===== config.mk =====
export PLATFORM = sky130hd
export DESIGN_NAME = free_list
export DESIGN_NICKNAME = d
export VERILOG_FILES = /design/src/common/prf_cfg_pkg.sv /design/src/common/prf_types_pkg.sv /design/src/rtl/free_list.sv
export SDC_FILE = /design/constraint.sdc
export NUM_CORES = 1
export LEC_CHECK = 0
export BUFFER_PORTS_ARGS = -buffer_cell sky130_fd_sc_hd__buf_2
export CORE_UTILIZATION = 59
export DETAILED_ROUTE_END_ITERATION = 6
export PLACE_DENSITY = 0.75
export SYNTH_ARGS = -nofsm -noshare
export SYNTH_HDL_FRONTEND = slang
export SYNTH_SLANG_ARGS = --single-unit
export TNS_END_PERCENT = 100

===== constraint.sdc =====
create_clock -name clka -period 7.8 [get_ports clka]
set_clock_uncertainty 0.15 [all_clocks]
set_input_delay 1.56 -clock clka [delete_from_list [all_inputs] [get_ports clka]]
set_output_delay 1.56 -clock clka [all_outputs]
set_load 0.01 [all_outputs]

===== src/common/prf_cfg_pkg.sv =====
`default_nettype none

package prf_cfg_pkg;

   // ==============================
   // Register file sizing
   // ==============================
   localparam int PREGS     = 64;                 // Physical registers
   localparam int ARCH_REGS = 32;                 // Architectural registers, mapped at reset
   localparam int WID       = 64;                 // Register value width

   // ==============================
   // Derived sizes
   // ==============================
   // Tags below ARCH_REGS hold the initial architectural state,
   // everything above starts out free
   localparam int FREE_INIT = PREGS - ARCH_REGS;  // Initial free count and credit count
   localparam int TAG_W     = $clog2(PREGS);      // Physical tag width

endpackage

`default_nettype wire


===== src/common/prf_types_pkg.sv =====
`default_nettype none

package prf_types_pkg;

   // ==============================
   // Scalar types
   // ==============================
   typedef logic [prf_cfg_pkg::TAG_W-1:0] preg_t;   // Physical register tag
   typedef logic [prf_cfg_pkg::WID-1:0]   value_t;  // Register value

   // Write port that last wrote a register
   typedef enum logic {
      BANK0 = 1'b0,
      BANK1 = 1'b1
   } bank_e;

   // ==============================
   // Port bundles
   // ==============================
   typedef struct packed {
      logic   valid;   // Write this cycle
      preg_t  tag;     // Destination register
      value_t data;    // Value to store
   } wr_req_t;

   typedef struct packed {
      logic  valid;    // Request this cycle
      preg_t tag;      // Register to read or release
   } rd_req_t;

   typedef struct packed {
      logic   valid;   // One cycle after the request
      value_t data;
   } rd_rsp_t;

   // Tag handed to rename
   typedef struct packed {
      logic  valid;
      preg_t tag;
   } alloc_rsp_t;

endpackage

`default_nettype wire


===== src/rtl/free_list.sv =====
`timescale 1ns/1ns
`default_nettype none

module free_list (
   input  logic                      clka,
   input  logic                      arst_n,
   input  logic                      alloc_req,    // Rename wants a tag, one credit spent
   input  prf_types_pkg::rd_req_t    rel,          // Tag coming back from commit
   output prf_types_pkg::alloc_rsp_t alloc_rsp,
   output logic                      credit_ret    // One pulse per accepted release
);

   // ==============================
   // FIFO state
   // ==============================
   prf_types_pkg::preg_t          fifo [prf_cfg_pkg::PREGS];  // Free tag ring
   prf_types_pkg::preg_t          rd_ptr;                     // Head, next tag out
   prf_types_pkg::preg_t          wr_ptr;                     // Tail, next free slot
   logic [prf_cfg_pkg::TAG_W:0]   count;                      // Tags currently free
   logic                          pop;
   logic                          push;

   // Credits keep the list non-empty on a request
   assign pop  = alloc_req && (count != '0);
   assign push = rel.valid;

   // Head is presented in the same cycle as the request
   assign alloc_rsp.valid = pop;
   assign alloc_rsp.tag   = fifo[rd_ptr];

   // ==============================
   // Storage and pointers
   // ==============================
   always_ff @(posedge clka or negedge arst_n) begin
      if (!arst_n) begin
         // Slots 0 .. FREE_INIT-1 hold ARCH_REGS .. PREGS-1, the rest wrap
         for (int i = 0; i < prf_cfg_pkg::PREGS; i++) begin
            fifo[i] <= prf_types_pkg::preg_t'(prf_cfg_pkg::ARCH_REGS + i);
         end
      end else if (push) begin
         fifo[wr_ptr] <= rel.tag;               // Append released tag
      end
   end

   // Pointers wrap naturally, PREGS is a power of two
   always_ff @(posedge clka or negedge arst_n) begin
      if (!arst_n) begin
         rd_ptr <= '0;
         wr_ptr <= prf_types_pkg::preg_t'(prf_cfg_pkg::FREE_INIT);
      end else begin
         if (pop)  rd_ptr <= rd_ptr + 1'b1;
         if (push) wr_ptr <= wr_ptr + 1'b1;
      end
   end

   // Occupancy, push and pop together leave it unchanged
   always_ff @(posedge clka or negedge arst_n) begin
      if (!arst_n) begin
         count <= (prf_cfg_pkg::TAG_W + 1)'(prf_cfg_pkg::FREE_INIT);
      end else begin
         case ({push, pop})
            2'b10:   count <= count + 1'b1;
            2'b01:   count <= count - 1'b1;
            default: count <= count;
         endcase
      end
   end

   // ==============================
   // Credit return
   // ==============================
   always_ff @(posedge clka or negedge arst_n) begin
      if (!arst_n) credit_ret <= 1'b0;
      else         credit_ret <= rel.valid;   // One cycle after the release
   end

endmodule

`default_nettype wire


==> results of run 1 <==
area by class of cell:
cell class | count | area [um^2]
repair buffers | 30 | 218
inverters | 5 | 18.8
clock buffers | 73 | 1310
clock inverters | 5 | 75.1
flip-flops and latches | 404 | 10400
multi-input cells | 807 | 8230
well taps | 402 | 503
fillers | 2268 | 10900
metrics by stage:
step           power (uW)  utilization [%]  cell area (um^2)  cells  hold slack, ps
3_5_place_dp         6050             61.1             19300   1648             310
6_report             8030             65.5             20700   1726             323
3_3_place_gp         5950             61.1             19300   1648             315
2_1_floorplan        5310                -             19100   1302             293
4_1_cts              8070             65.5             20700   1726             327
5_1_grt              8430             65.5             20700   1726             338
metal layers:
layer | part of all wire, % | global-route usage, % | wire length, um | up-vias
met5 | 0 | 0 | 0 | -
met4 | 3.0 | 9.08 | 1290 | 0
met3 | 5.6 | 4.55 | 2430 | 80
met2 | 46 | 42.2 | 20300 | 308
met1 | 45 | 40.9 | 19600 | 6006
li1 | - | - | - | 4781
cell usage after synthesis, types with 3 or more instances:
library cell                count  share of area (%)
sky130_fd_sc_hd__nor2b_1        6               0.20
sky130_fd_sc_hd__nor2_1        83                1.6
sky130_fd_sc_hd__nor4_1         3              0.099
sky130_fd_sc_hd__buf_4          7               0.28
sky130_fd_sc_hd__buf_6          6               0.35
sky130_fd_sc_hd__ha_1           8               0.53
sky130_fd_sc_hd__a221oi_1       5               0.23
sky130_fd_sc_hd__xor2_1         3               0.14
sky130_fd_sc_hd__nand2_1       50               0.99
sky130_fd_sc_hd__buf_1          6               0.12
sky130_fd_sc_hd__and2_1         5               0.16
sky130_fd_sc_hd__nand3_1       11               0.29
sky130_fd_sc_hd__a31oi_1        5               0.16
sky130_fd_sc_hd__o22ai_1       16               0.53
sky130_fd_sc_hd__buf_2         13               0.34
sky130_fd_sc_hd__and3_1         3              0.099
sky130_fd_sc_hd__clkbuf_1      51                1.0
sky130_fd_sc_hd__a21o_1         8               0.32
sky130_fd_sc_hd__mux4_2        73                8.6
sky130_fd_sc_hd__mux2i_1       48                2.5
sky130_fd_sc_hd__o221ai_1       7               0.32
sky130_fd_sc_hd__inv_1          5              0.099
sky130_fd_sc_hd__a2111oi_1      3               0.16
sky130_fd_sc_hd__xnor2_1       12               0.55
sky130_fd_sc_hd__nor3_1         7               0.18
sky130_fd_sc_hd__a211o_1        5               0.23
sky130_fd_sc_hd__dfstp_2      194                 27
sky130_fd_sc_hd__o21ai_0        8               0.21
sky130_fd_sc_hd__nand4_1        5               0.16
sky130_fd_sc_hd__dfrtp_1      210                 28
sky130_fd_sc_hd__a21oi_1       11               0.29
sky130_fd_sc_hd__mux2_2       396                 23
sky130_fd_sc_hd__nand2b_1       3              0.099
worst max path at each step:
stage | end | cells past startpoint
global placement | alloc_rsp[2] | 7
global route | alloc_rsp[2] | 7
floorplan | alloc_rsp[6] | 2
detailed placement | alloc_rsp[2] | 7
finish | alloc_rsp[5] | 7
CTS | alloc_rsp[2] | 7
worst max-delay path: cells and delay by family (launching register included):
family / cells / cell delay [ps]
DFF: 1 / 990
muxes: 2 / 880
buffers and inverters: 2 / 650
AOI/OAI and AO/OA: 1 / 320
and+or+nand+nor: 2 / 230
flip-flops by register name (all words and copies together), names as in the netlist:
register and cells:
rd_ptr 6, fifo 384, count 7, credit_ret 1, wr_ptr 6
logic make-up (layout without fill, tap and decap cells):
family,count (synthesis),count (layout),synth area share (%)
AO/OA/AOI/OAI,77,77,2.85
buffers and inverters,91,113,2.46
adder cells (fa/ha/maj),9,9,0.631
XOR/XNOR,15,15,0.690
multiplexers,517,517,34.6
AND/OR/NAND/NOR,189,189,4.47
flip-flops,404,404,54.3
power groups by stage:
stage               combinational (uW)  clock [uW]  sequential [uW]
floorplan                         2070           0             3240
global placement                  2480           0             3480
detailed placement                2540           0             3510
CTS                               2550        2030             3490
global route                      2720        2120             3590
finish                            2550        1990             3490
==> run summary, run 1 <==
The flow ran to the end, and the final reports show no timing, DRC or antenna violations. The placer congestion estimate came out at 0.928. The final critical-path required period is approximately 5400 ps. The die footprint came out at 0.0330 mm^2. The number of buffers inserted during clock tree synthesis came out at between 40 and 50. The commonest register cell after synthesis is sky130_fd_sc_hd__dfrtp_1. The arrival time at the worst endpoint is roughly 3700 ps. Sequential cells were found to cover ~54% of the synthesized design area. The initial utilization of the core area, before any placement, comes to 60.2%.

The max-slew violation count came out at 0. The count of nets after finishing is around 1300. The pin count of the biggest net entering global routing came out at roughly 160. The number of top-level pins came out at 18. The switching power total came out at between 2000 and 3000 uW. The number of routed nets with antenna violations is 0.

The maximum fanout encountered on the critical timing path is 42. The slowest stage of the critical path belongs to the cell sky130_fd_sc_hd__dfrtp_4. The worst-case setup margin in the final layout came out at roughly 2400 ps. The number of buffers inserted for hold repair after clock tree synthesis is 0.

The global-route wire length before repair came out at roughly 70 mm. The startpoint identified for the worst hold timing path is count[6]$_DFFE_PN0P_. The routed wire length per instance came out at 25.3 um. The sequential fraction of design power came out at a little over two fifths. Dividing the synthesized area by the synthesized cell count gives between 10 and 15 um^2.

The library cells used most frequently in the layout, excluding fill and tap cells, are sky130_fd_sc_hd__mux2_2 (396), sky130_fd_sc_hd__dfrtp_1 (207), sky130_fd_sc_hd__dfstp_2 (194), sky130_fd_sc_hd__nor2_1 (83), sky130_fd_sc_hd__mux4_2 (73). The minimum setup slack among reg-to-reg paths is 4400 ps. For this run, the number of Yosys warnings is 0. The maximum achievable frequency is 186 MHz. The flip-flop and latch count after synthesis came out at 404.

The startpoint identified for the worst register-to-register timing path is count[5]$_DFFE_PN1P_. The worst setup path is launched from a flip-flop. The internal cell power came out at between 5000 and 6000 uW.

The number of resized instances in the post-cts repair step came out at 0. The worst setup path is of the flip-flop to output port kind. The number of diodes came out at 0. In this run the critical register-to-register path is captured at count[5]$_DFFE_PN1P_. The number of vias per cell came out at approximately 6.5. The clock edge transition at the registers on the reported setup and hold paths is around 50 ps. The clock insertion delay at the later pin of the skew report came out at approximately 530 ps. The type of the most critical hold path is flip-flop to flip-flop. The maximum buffer depth of the clock tree came out at 3. Leaving out fill and tap cells, the most frequent cell in the layout is sky130_fd_sc_hd__mux2_2. The combinational share of power came out at a little under a third.

The transition at the pin with the smallest max-transition slack is between 1000 and 1500 ps. The worst max-slew margin expressed relative to the limit is a little over an eighth. The sum of negative setup slack is 0 ps. Across the run, the number of max-cap violations was 0.

The clock share of power came out at between 20% and 30%. The count of port buffers added during placement is 17. In this run the core area contains 65 standard-cell rows. The required time at the endpoint of the critical path is 6090 ps. The width of the die came out at 182 um. Synthesis produced a netlist with a net count of 1321.

The final route contains 11200 vias. Of all flip-flops after synthesis, the portion carrying an async set or reset was 100%. For this run the aggregate overflow at the end of global routing stands at 0. The pre-CTS setup slack is roughly 3000 ps. The total wirelength of the detailed-routed design is 43.6 mm. Setup violations remaining at the end of the flow were counted as 0. The pre-antenna-repair detailed-routing pass consisted of 5 iterations.

The worst-case reg-to-reg path depth came out at 9. For this design the static power due to leakage is about 0.0090 uW. Buffers added to address setup during post-CTS repair amount to 0. Summing every instance area after synthesis gives 0.0191 mm^2. The TritonCTS clock tree is built. Counting every instance in the synthesized netlist gives approximately 1300. The power density over the cells came out at slightly below 400 mW/mm^2.

The initial antenna violation count came out at 0. The detailed placer's ending HPWL is 27.9 mm. The synthesized design contains 0 enable-type register cells. The period utilization is between 60% and 70%. The area of the core region came out at ~0.032 mm^2.

STA classifies the critical path endpoint as an output port. The post-route DRC violation count came out at 0. Along the worst hold path, the cell count comes to 1. The layout-stage area growth over the synthesis result is 8.74%. The worst hold endpoint is count[6]$_DFFE_PN0P_. The vertical die dimension came out at between 150 and 200 um. CTS placed an instance of sky130_fd_sc_hd__clkbuf_16 at the clock tree root. The largest vdd supply drop came out at about 0.23 mV. The detailed router finished its first iteration with 787 violations. The final hold violation count came to 0.

The number of library cell types mapped by synthesis came out at 51. The largest incremental delay on the critical path came out at approximately 990 ps. Tracing the worst setup path back leads to its startpoint at rd_ptr[0]$_DFFE_PN0N_.

The global-route total usage across every layer came out at between 20% and 30%. The switching power as a share of total power came out at 31.6%. The signal on the critical path passes through buf_4, mux4_2, mux2i_1, nor2_1, a2111oi_1, nor3_1, buf_2.

The number of H-tree branching levels is 2. The via count of the first global-routing pass came out at 11400. Setup repair after global routing left no endpoint under its margin.

Cells with a size suffix above 1 make up between 50 and 60% of the layout. The clock net sink count came out at approximately 400.
No activity file was read; power rests on OpenSTA's default activity.
==> inputs of run 2 (changes only) <==
--- a/config.mk
+++ b/config.mk
@@ -6,9 +6,9 @@
 export NUM_CORES = 1
 export LEC_CHECK = 0
 export BUFFER_PORTS_ARGS = -buffer_cell sky130_fd_sc_hd__buf_2
-export CORE_UTILIZATION = 59
+export CORE_UTILIZATION = 57
 export DETAILED_ROUTE_END_ITERATION = 6
-export PLACE_DENSITY = 0.75
+export PLACE_DENSITY = 0.76
 export SYNTH_ARGS = -nofsm -noshare
 export SYNTH_HDL_FRONTEND = slang
 export SYNTH_SLANG_ARGS = --single-unit
==> constraint.sdc (replaced) <==
create_clock -name clka -period 4.54 [get_ports clka]
set_clock_uncertainty 0.15 [all_clocks]
set_input_delay 0.908 -clock clka [delete_from_list [all_inputs] [get_ports clka]]
set_output_delay 0.908 -clock clka [all_outputs]
set_load 0.01 [all_outputs]
==> run summary, run 2 (same netlist as run 1, synthesis figures left out) <==
The flow ran to the end, and the final reports show no timing, DRC or antenna violations. The vertical die dimension came out at around 180 um. The min-delay analysis places its worst path in the category flip-flop to flip-flop. Buffers inserted during clock tree synthesis total 42. The arrival time at the worst endpoint came out at approximately 3400 ps. The number of routed nets with antenna violations is 0. The post-route DRC violation count came out at 0.

In the final layout, the share of cells above drive strength 1 is 58.4%. In this run the deepest clock path goes through 3 buffers. The number of vias per cell came out at about 6.2. The minimum setup slack among reg-to-reg paths is 1710 ps.

The width of the die came out at 185 um. The clock insertion delay at the later pin of the skew report is around 540 ps. The worst max-slew margin expressed relative to the limit came out at roughly 17%.

The via count of the first global-routing pass was 11500. In this run the core area contains 66 standard-cell rows. The largest vdd supply drop is 0.392 mV. The die footprint is about 0.034 mm^2. The detailed router finished its first iteration with 836 violations.

The routed wire length per instance came out at roughly 25 um. The global-route wire length before repair came out at around 70 mm. The critical path start-end classification is flip-flop to output port. Summed over all layers, the global routing overflow is 0. The number of flip-flops in the largest register came out at roughly 380.

The number of top-level pins is 18. The count of nets after finishing came out at between 1000 and 1500. The area of the core region is 0.0327 mm^2. The count of buffers added on input and output ports is 17. Clock tree synthesis selected as its root buffer the cell sky130_fd_sc_hd__clkbuf_16. The total power of the final layout is 14000 uW. The worst setup path is launched from a flip-flop. The number of violations of the max-capacitance limit came out at 0. At the worst endpoint, the required time is 3480 ps. The initial core utilization is ~58%. The number of buffers inserted for hold repair after clock tree synthesis is 0. In this run the power density over the cells is ~670 mW/mm^2.

The maximum achievable frequency is ~220 MHz. The max-slew violation count is 0. The clock edge transition at the registers on the reported setup and hold paths came out at around 60 ps. The routed design has ~44 mm of wire. The final-report setup violation count is 0. TritonCTS built the clock tree. The final route contains between 10000 and 15000 vias.

The number of diodes came out at 0. The initial antenna violation count came out at 0. The period utilization came out at 98.6%. The pin count of the biggest net entering global routing is between 100 and 150. The global-route total usage across every layer came out at between 20% and 30%.

The register bank with the most flops is fifo. The H-tree was split into 2 levels. The detailed placer's ending HPWL came out at 29.7 mm. In the layout the commonest cells are sky130_fd_sc_hd__mux2_2 (396), sky130_fd_sc_hd__dfrtp_1 (206), sky130_fd_sc_hd__dfstp_2 (194), sky130_fd_sc_hd__nor2_1 (83), sky130_fd_sc_hd__mux4_2 (73).

In the final layout, the registers with the most flip-flops are fifo: 384 flops, count: 7 flops. The maximum fanout encountered on the critical timing path is 30. The final hold violation count came out at 0. The first-pass iteration count of the detailed router came out at 5. The final critical-path required period came out at about 4500 ps. The transition at the pin with the smallest max-transition slack came out at approximately 1200 ps. The placer congestion estimate is around 0.9. The sum of negative setup slack came out at 0 ps. Setup repair after global routing left no endpoint under its margin.

The number of buffers inserted by post-CTS setup repair came out at 0. The clock net sink count came out at between 400 and 500. The worst setup path is captured at an output port. In this run the static leakage power is between 0.009 and 0.01 uW. The layout-stage area growth over the synthesis result is 10.2%. Leaving out fill and tap cells, the most frequent cell in the layout is sky130_fd_sc_hd__mux2_2.
[run 2: cell types whose count changed in the layout (fill, tap and decap cells not counted), sizes merged]
cell	previous run	this run
buf	30	52
bufinv	2	3
inv	5	6
clkbuf	73	69
clkinv	3	4
[run 2: worst paths after layout]
kind	start	endpoint	cells after the start
worst max register to register	wr_ptr[0]$_DFFE_PN0P_	fifo[255]$_DFFE_PN0P_	4
worst max-delay path	rd_ptr[2]$_DFFE_PN0N_	alloc_rsp[1]	6
worst min register to register	count[6]$_DFFE_PN0P_	count[6]$_DFFE_PN0P_	1
worst min-delay path	count[6]$_DFFE_PN0P_	count[6]$_DFFE_PN0P_	1
max in group asynchronous	arst_n	fifo[353]$_DFFE_PN1P_	2
min in group asynchronous	arst_n	fifo[126]$_DFFE_PN0P_	1
[run 2: metal layers]
metal	global-route usage [%]	part of all wire (%)	vias up
met5	0	0	-
met4	9.42	2.8	0
met3	5.70	6.5	85
met2	42.1	47	360
met1	38.8	44	5893
li1	-	-	4829
[run 2: per-stage QoR]
stage	util, %	setup slack (ps)	area [um^2]	hold WS, ps	cells
detailed placement	59.9	507	19600	314	1710
floorplan	-	1350	19100	293	1302
global placement	59.9	488	19600	310	1710
global route	64.2	74.8	21000	348	1787
finish	64.2	62.7	21000	314	1787
CTS	64.2	58.9	21000	321	1787
[run 2: worst max-delay path, stage by stage (launching register included)]
cell	delay (ps)
sky130_fd_sc_hd__dfrtp_2	690
sky130_fd_sc_hd__or3b_2	760
sky130_fd_sc_hd__o22ai_1	350
sky130_fd_sc_hd__a211o_1	230
sky130_fd_sc_hd__o22ai_1	130
sky130_fd_sc_hd__nor3_1	470
sky130_fd_sc_hd__buf_2	230
[run 2: power breakdown]
part           switching, uW  internal, uW
clock network           1390          2080
registers                902          5160
logic                   2170          2330
[run 2: timing repair]
| item | 4_1_cts | 5_1_grt |
|---|---|---|
| setup endpoints to repair | 1 | 3 |
| endpoints found under the hold margin | 0 | 0 |
| resized for setup | 1 | 2 |
[run 2: area by class of cell]
| type | instances | area, um^2 |
|---|---|---|
| clock buffers | 69 | 1270 |
| clock inverters | 8 | 119 |
| fillers | 2393 | 11700 |
| inverters | 5 | 18.8 |
| multi-input cells | 807 | 8230 |
| flip-flops and latches | 404 | 10400 |
| well taps | 442 | 553 |
| repair buffers | 52 | 433 |
==> inputs of run 3 (changes only) <==
--- a/config.mk
+++ b/config.mk
@@ -6,9 +6,10 @@
 export NUM_CORES = 1
 export LEC_CHECK = 0
 export BUFFER_PORTS_ARGS = -buffer_cell sky130_fd_sc_hd__buf_2
-export CORE_UTILIZATION = 57
+export CORE_ASPECT_RATIO = 1.5
+export CORE_UTILIZATION = 59
 export DETAILED_ROUTE_END_ITERATION = 6
-export PLACE_DENSITY = 0.76
+export PLACE_DENSITY = 0.75
 export SYNTH_ARGS = -nofsm -noshare
 export SYNTH_HDL_FRONTEND = slang
 export SYNTH_SLANG_ARGS = --single-unit
==> constraint.sdc (replaced) <==
create_clock -name clka -period 4.8 [get_ports clka]
set_clock_uncertainty 0.15 [all_clocks]
set_input_delay 0.72 -clock clka [delete_from_list [all_inputs] [get_ports clka]]
set_output_delay 0.72 -clock clka [all_outputs]
set_load 0.01 [all_outputs]
==> run summary, run 3 (same netlist as run 1, synthesis figures left out) <==
The flow ran to the end, and the final reports show no timing, DRC or antenna violations. The pin count of the biggest net entering global routing came out at 110. The core region is 0.0318 mm^2.

The largest registers in the layout are fifo: 384 flops, count: 7 flops. The number of buffers inserted by post-CTS setup repair came out at 0. The internal portion of the total power is between 8000 and 9000 uW. The number of violations of the max-capacitance limit came out at 0.

Once the clock tree was built, the resizer swapped 0 gates to a different size. The most common cell after layout, fill and taps aside is sky130_fd_sc_hd__mux2_2. The switching power as a share of total power came out at 32.4%. The count of nets after finishing came out at about 1300. The number of flip-flops in the largest register came out at 384.

The arrival time at the worst endpoint is between 3000 and 4000 ps. The post-layout instance count excluding filler cells came out at between 1500 and 2000. The initial core utilization is about three fifths. The transition at the pin with the smallest max-transition slack came out at approximately 1200 ps. The share of layout cells above drive strength 1 came out at between 50 and 60%.

The number of H-tree branching levels came out at 2. In this run the static leakage power is around 0.0089 uW. The number of placement rows came out at 80. The total wirelength of the detailed-routed design came out at roughly 45 mm.

The number of buffers inserted during clock tree synthesis came out at 38. The clock net in this run drives a total of 404 sinks. The worst setup path is captured at an output port.

The first-pass iteration count of the detailed router came out at 7. The library cells used most frequently in the layout, excluding fill and tap cells, are sky130_fd_sc_hd__mux2_2 (396), sky130_fd_sc_hd__dfrtp_1 (207), sky130_fd_sc_hd__dfstp_2 (194), sky130_fd_sc_hd__nor2_1 (83), sky130_fd_sc_hd__mux4_2 (73). Counting tap cells, the placed design contains a total of ~1700 instances. Once detailed placement completed, the half-perimeter wirelength came to 29.2 mm. The power density over the cells is around 620 mW/mm^2. The smallest hold slack came out at about 110 ps. The worst hold path belongs to the class input port to asynchronous set/reset pin. The layout-stage area growth over the synthesis result came out at 8.30%.

The clock share of power came out at a little under a quarter. The clock passes through at most 3 buffers. STA puts the critical path data required time at between 3000 and 4000 ps. The switching power total came out at 4160 uW. The clock edge transition at the registers on the reported setup and hold paths came out at 60 ps.

The share of the core filled with cells in the final layout is approximately two thirds. The placer congestion estimate came out at approximately 0.95. In the routed layout, each cell is associated on average with a via count of ~6.4. The number of buffers inserted for hold repair after clock tree synthesis came out at 0. The vertical die dimension is about 220 um. Combinational logic is responsible for 32.9% of the overall power. The die covers 0.0330 mm^2. STA classifies the critical path startpoint as a flip-flop. The worst-case reg-to-reg path depth is 10. The final-report setup violation count is 0. The final hold violation count is 0. The total via count after detailed routing came out at around 11000. The number of antenna diodes in the final layout is 0. The sequential fraction of design power is roughly 44%. The global-route wire length before repair came out at a little over 70 mm. The maximum fanout encountered on the critical timing path is 34. The routed wire length per instance is about 26 um. The initial antenna violation count came out at 0. The largest vdd supply drop is around 0.42 mV. Headroom to the max-slew limit came out at 16.8%. The final critical-path required period is approximately 4300 ps. The number of routed nets with antenna violations came out at 0. Of the available clock period, the critical path in the final layout requires between 80% and 90%. The TritonCTS clock tree is built. The max-slew violation count is 0. For this run, the top clock speed supported by timing is around 230 MHz. Global routing finished with a remaining overflow of 0. The sum of negative setup slack came out at 0 ps. The number of top-level pins is 18. fifo holds more flip-flops than any other register.

The global-route total usage across every layer came out at 28.7%. Setup repair after global routing left no endpoint under its margin. The critical path is of the flip-flop to output port type. The first-iteration detailed-routing DRC count is 763.

The total power of the final layout came out at between 10000 and 15000 uW. For the worst-skew pair, the clock arrives at the later sink with an insertion delay of ~550 ps. The via count of the first global-routing pass is approximately 12000.

The post-route DRC violation count is 0. The width of the die is about 150 um. The root buffer cell chosen for the clock tree is sky130_fd_sc_hd__clkbuf_16. The count of port buffers added during placement is 17.
## run 3: changes by cell type in the layout (fill, tap and decap cells not counted), moves of 2 or more
| cell | previous run | this run |
|---|---|---|
| sky130_fd_sc_hd__clkbuf_16 | 43 | 41 |
| sky130_fd_sc_hd__buf_4 | 29 | 11 |
| sky130_fd_sc_hd__bufinv_16 | 3 | 0 |
| sky130_fd_sc_hd__clkbuf_8 | 10 | 5 |
| sky130_fd_sc_hd__clkbuf_1 | 16 | 18 |
## run 3: cell type report
class	instances	area [um^2]
timing repair buffer	35	318
clock inverter	5	31.3
tap	410	513
multi-input combinational	807	8230
sequential	404	10400
clock buffer	64	1160
inverter	5	18.8
fill	2323	11200
## run 3: metal layers
| layer | part of all wire, % | GRT usage, % | vias up |
|---|---|---|---|
| met5 | 0 | 0 | - |
| met4 | 3.8 | 10.8 | 0 |
| met3 | 4.4 | 3.70 | 95 |
| met2 | 51 | 48.1 | 305 |
| met1 | 40 | 38.2 | 5983 |
| li1 | - | - | 4749 |
## run 3: worst max-delay path, stage by stage, from the launching register on
cell and delay (ps):
sky130_fd_sc_hd__dfrtp_4 920, sky130_fd_sc_hd__mux4_2 600, sky130_fd_sc_hd__mux2i_1 320, sky130_fd_sc_hd__nor2_1 90
sky130_fd_sc_hd__a2111oi_0 570, sky130_fd_sc_hd__nor3_1 190, sky130_fd_sc_hd__buf_2 190
## run 3: power by group through the flow
stage	combinational [uW]	clock (uW)	sequential, uW
6_report	4230	2940	5680
2_1_floorplan	3360	0	5270
4_1_cts	4220	2980	5670
3_5_place_dp	4210	0	5720
3_3_place_gp	4110	0	5650
5_1_grt	4470	3100	5830
## run 3: worst paths after layout
check | from | to | slack, ps
max in group asynchronous | arst_n | rd_ptr[0]$_DFFE_PN0N_ | 3130
hold / removal | arst_n | fifo[143]$_DFFE_PN0P_ | 110
hold reg to reg | count[6]$_DFFE_PN0P_ | count[6]$_DFFE_PN0P_ | 320
setup reg to reg | count[1]$_DFFE_PN0P_ | count[5]$_DFFE_PN1P_ | 1800
min in group clka | count[6]$_DFFE_PN0P_ | count[6]$_DFFE_PN0P_ | 320
setup / recovery | rd_ptr[0]$_DFFE_PN0N_ | alloc_rsp[2] | 510
## run 3: stage by stage
stage	cell area [um^2]	worst slack, ps
after detailed placement	19400	1090
after CTS	20600	504
final	20600	514
after floorplan	19100	1800
after global placement	19400	1130
after global routing	20600	307
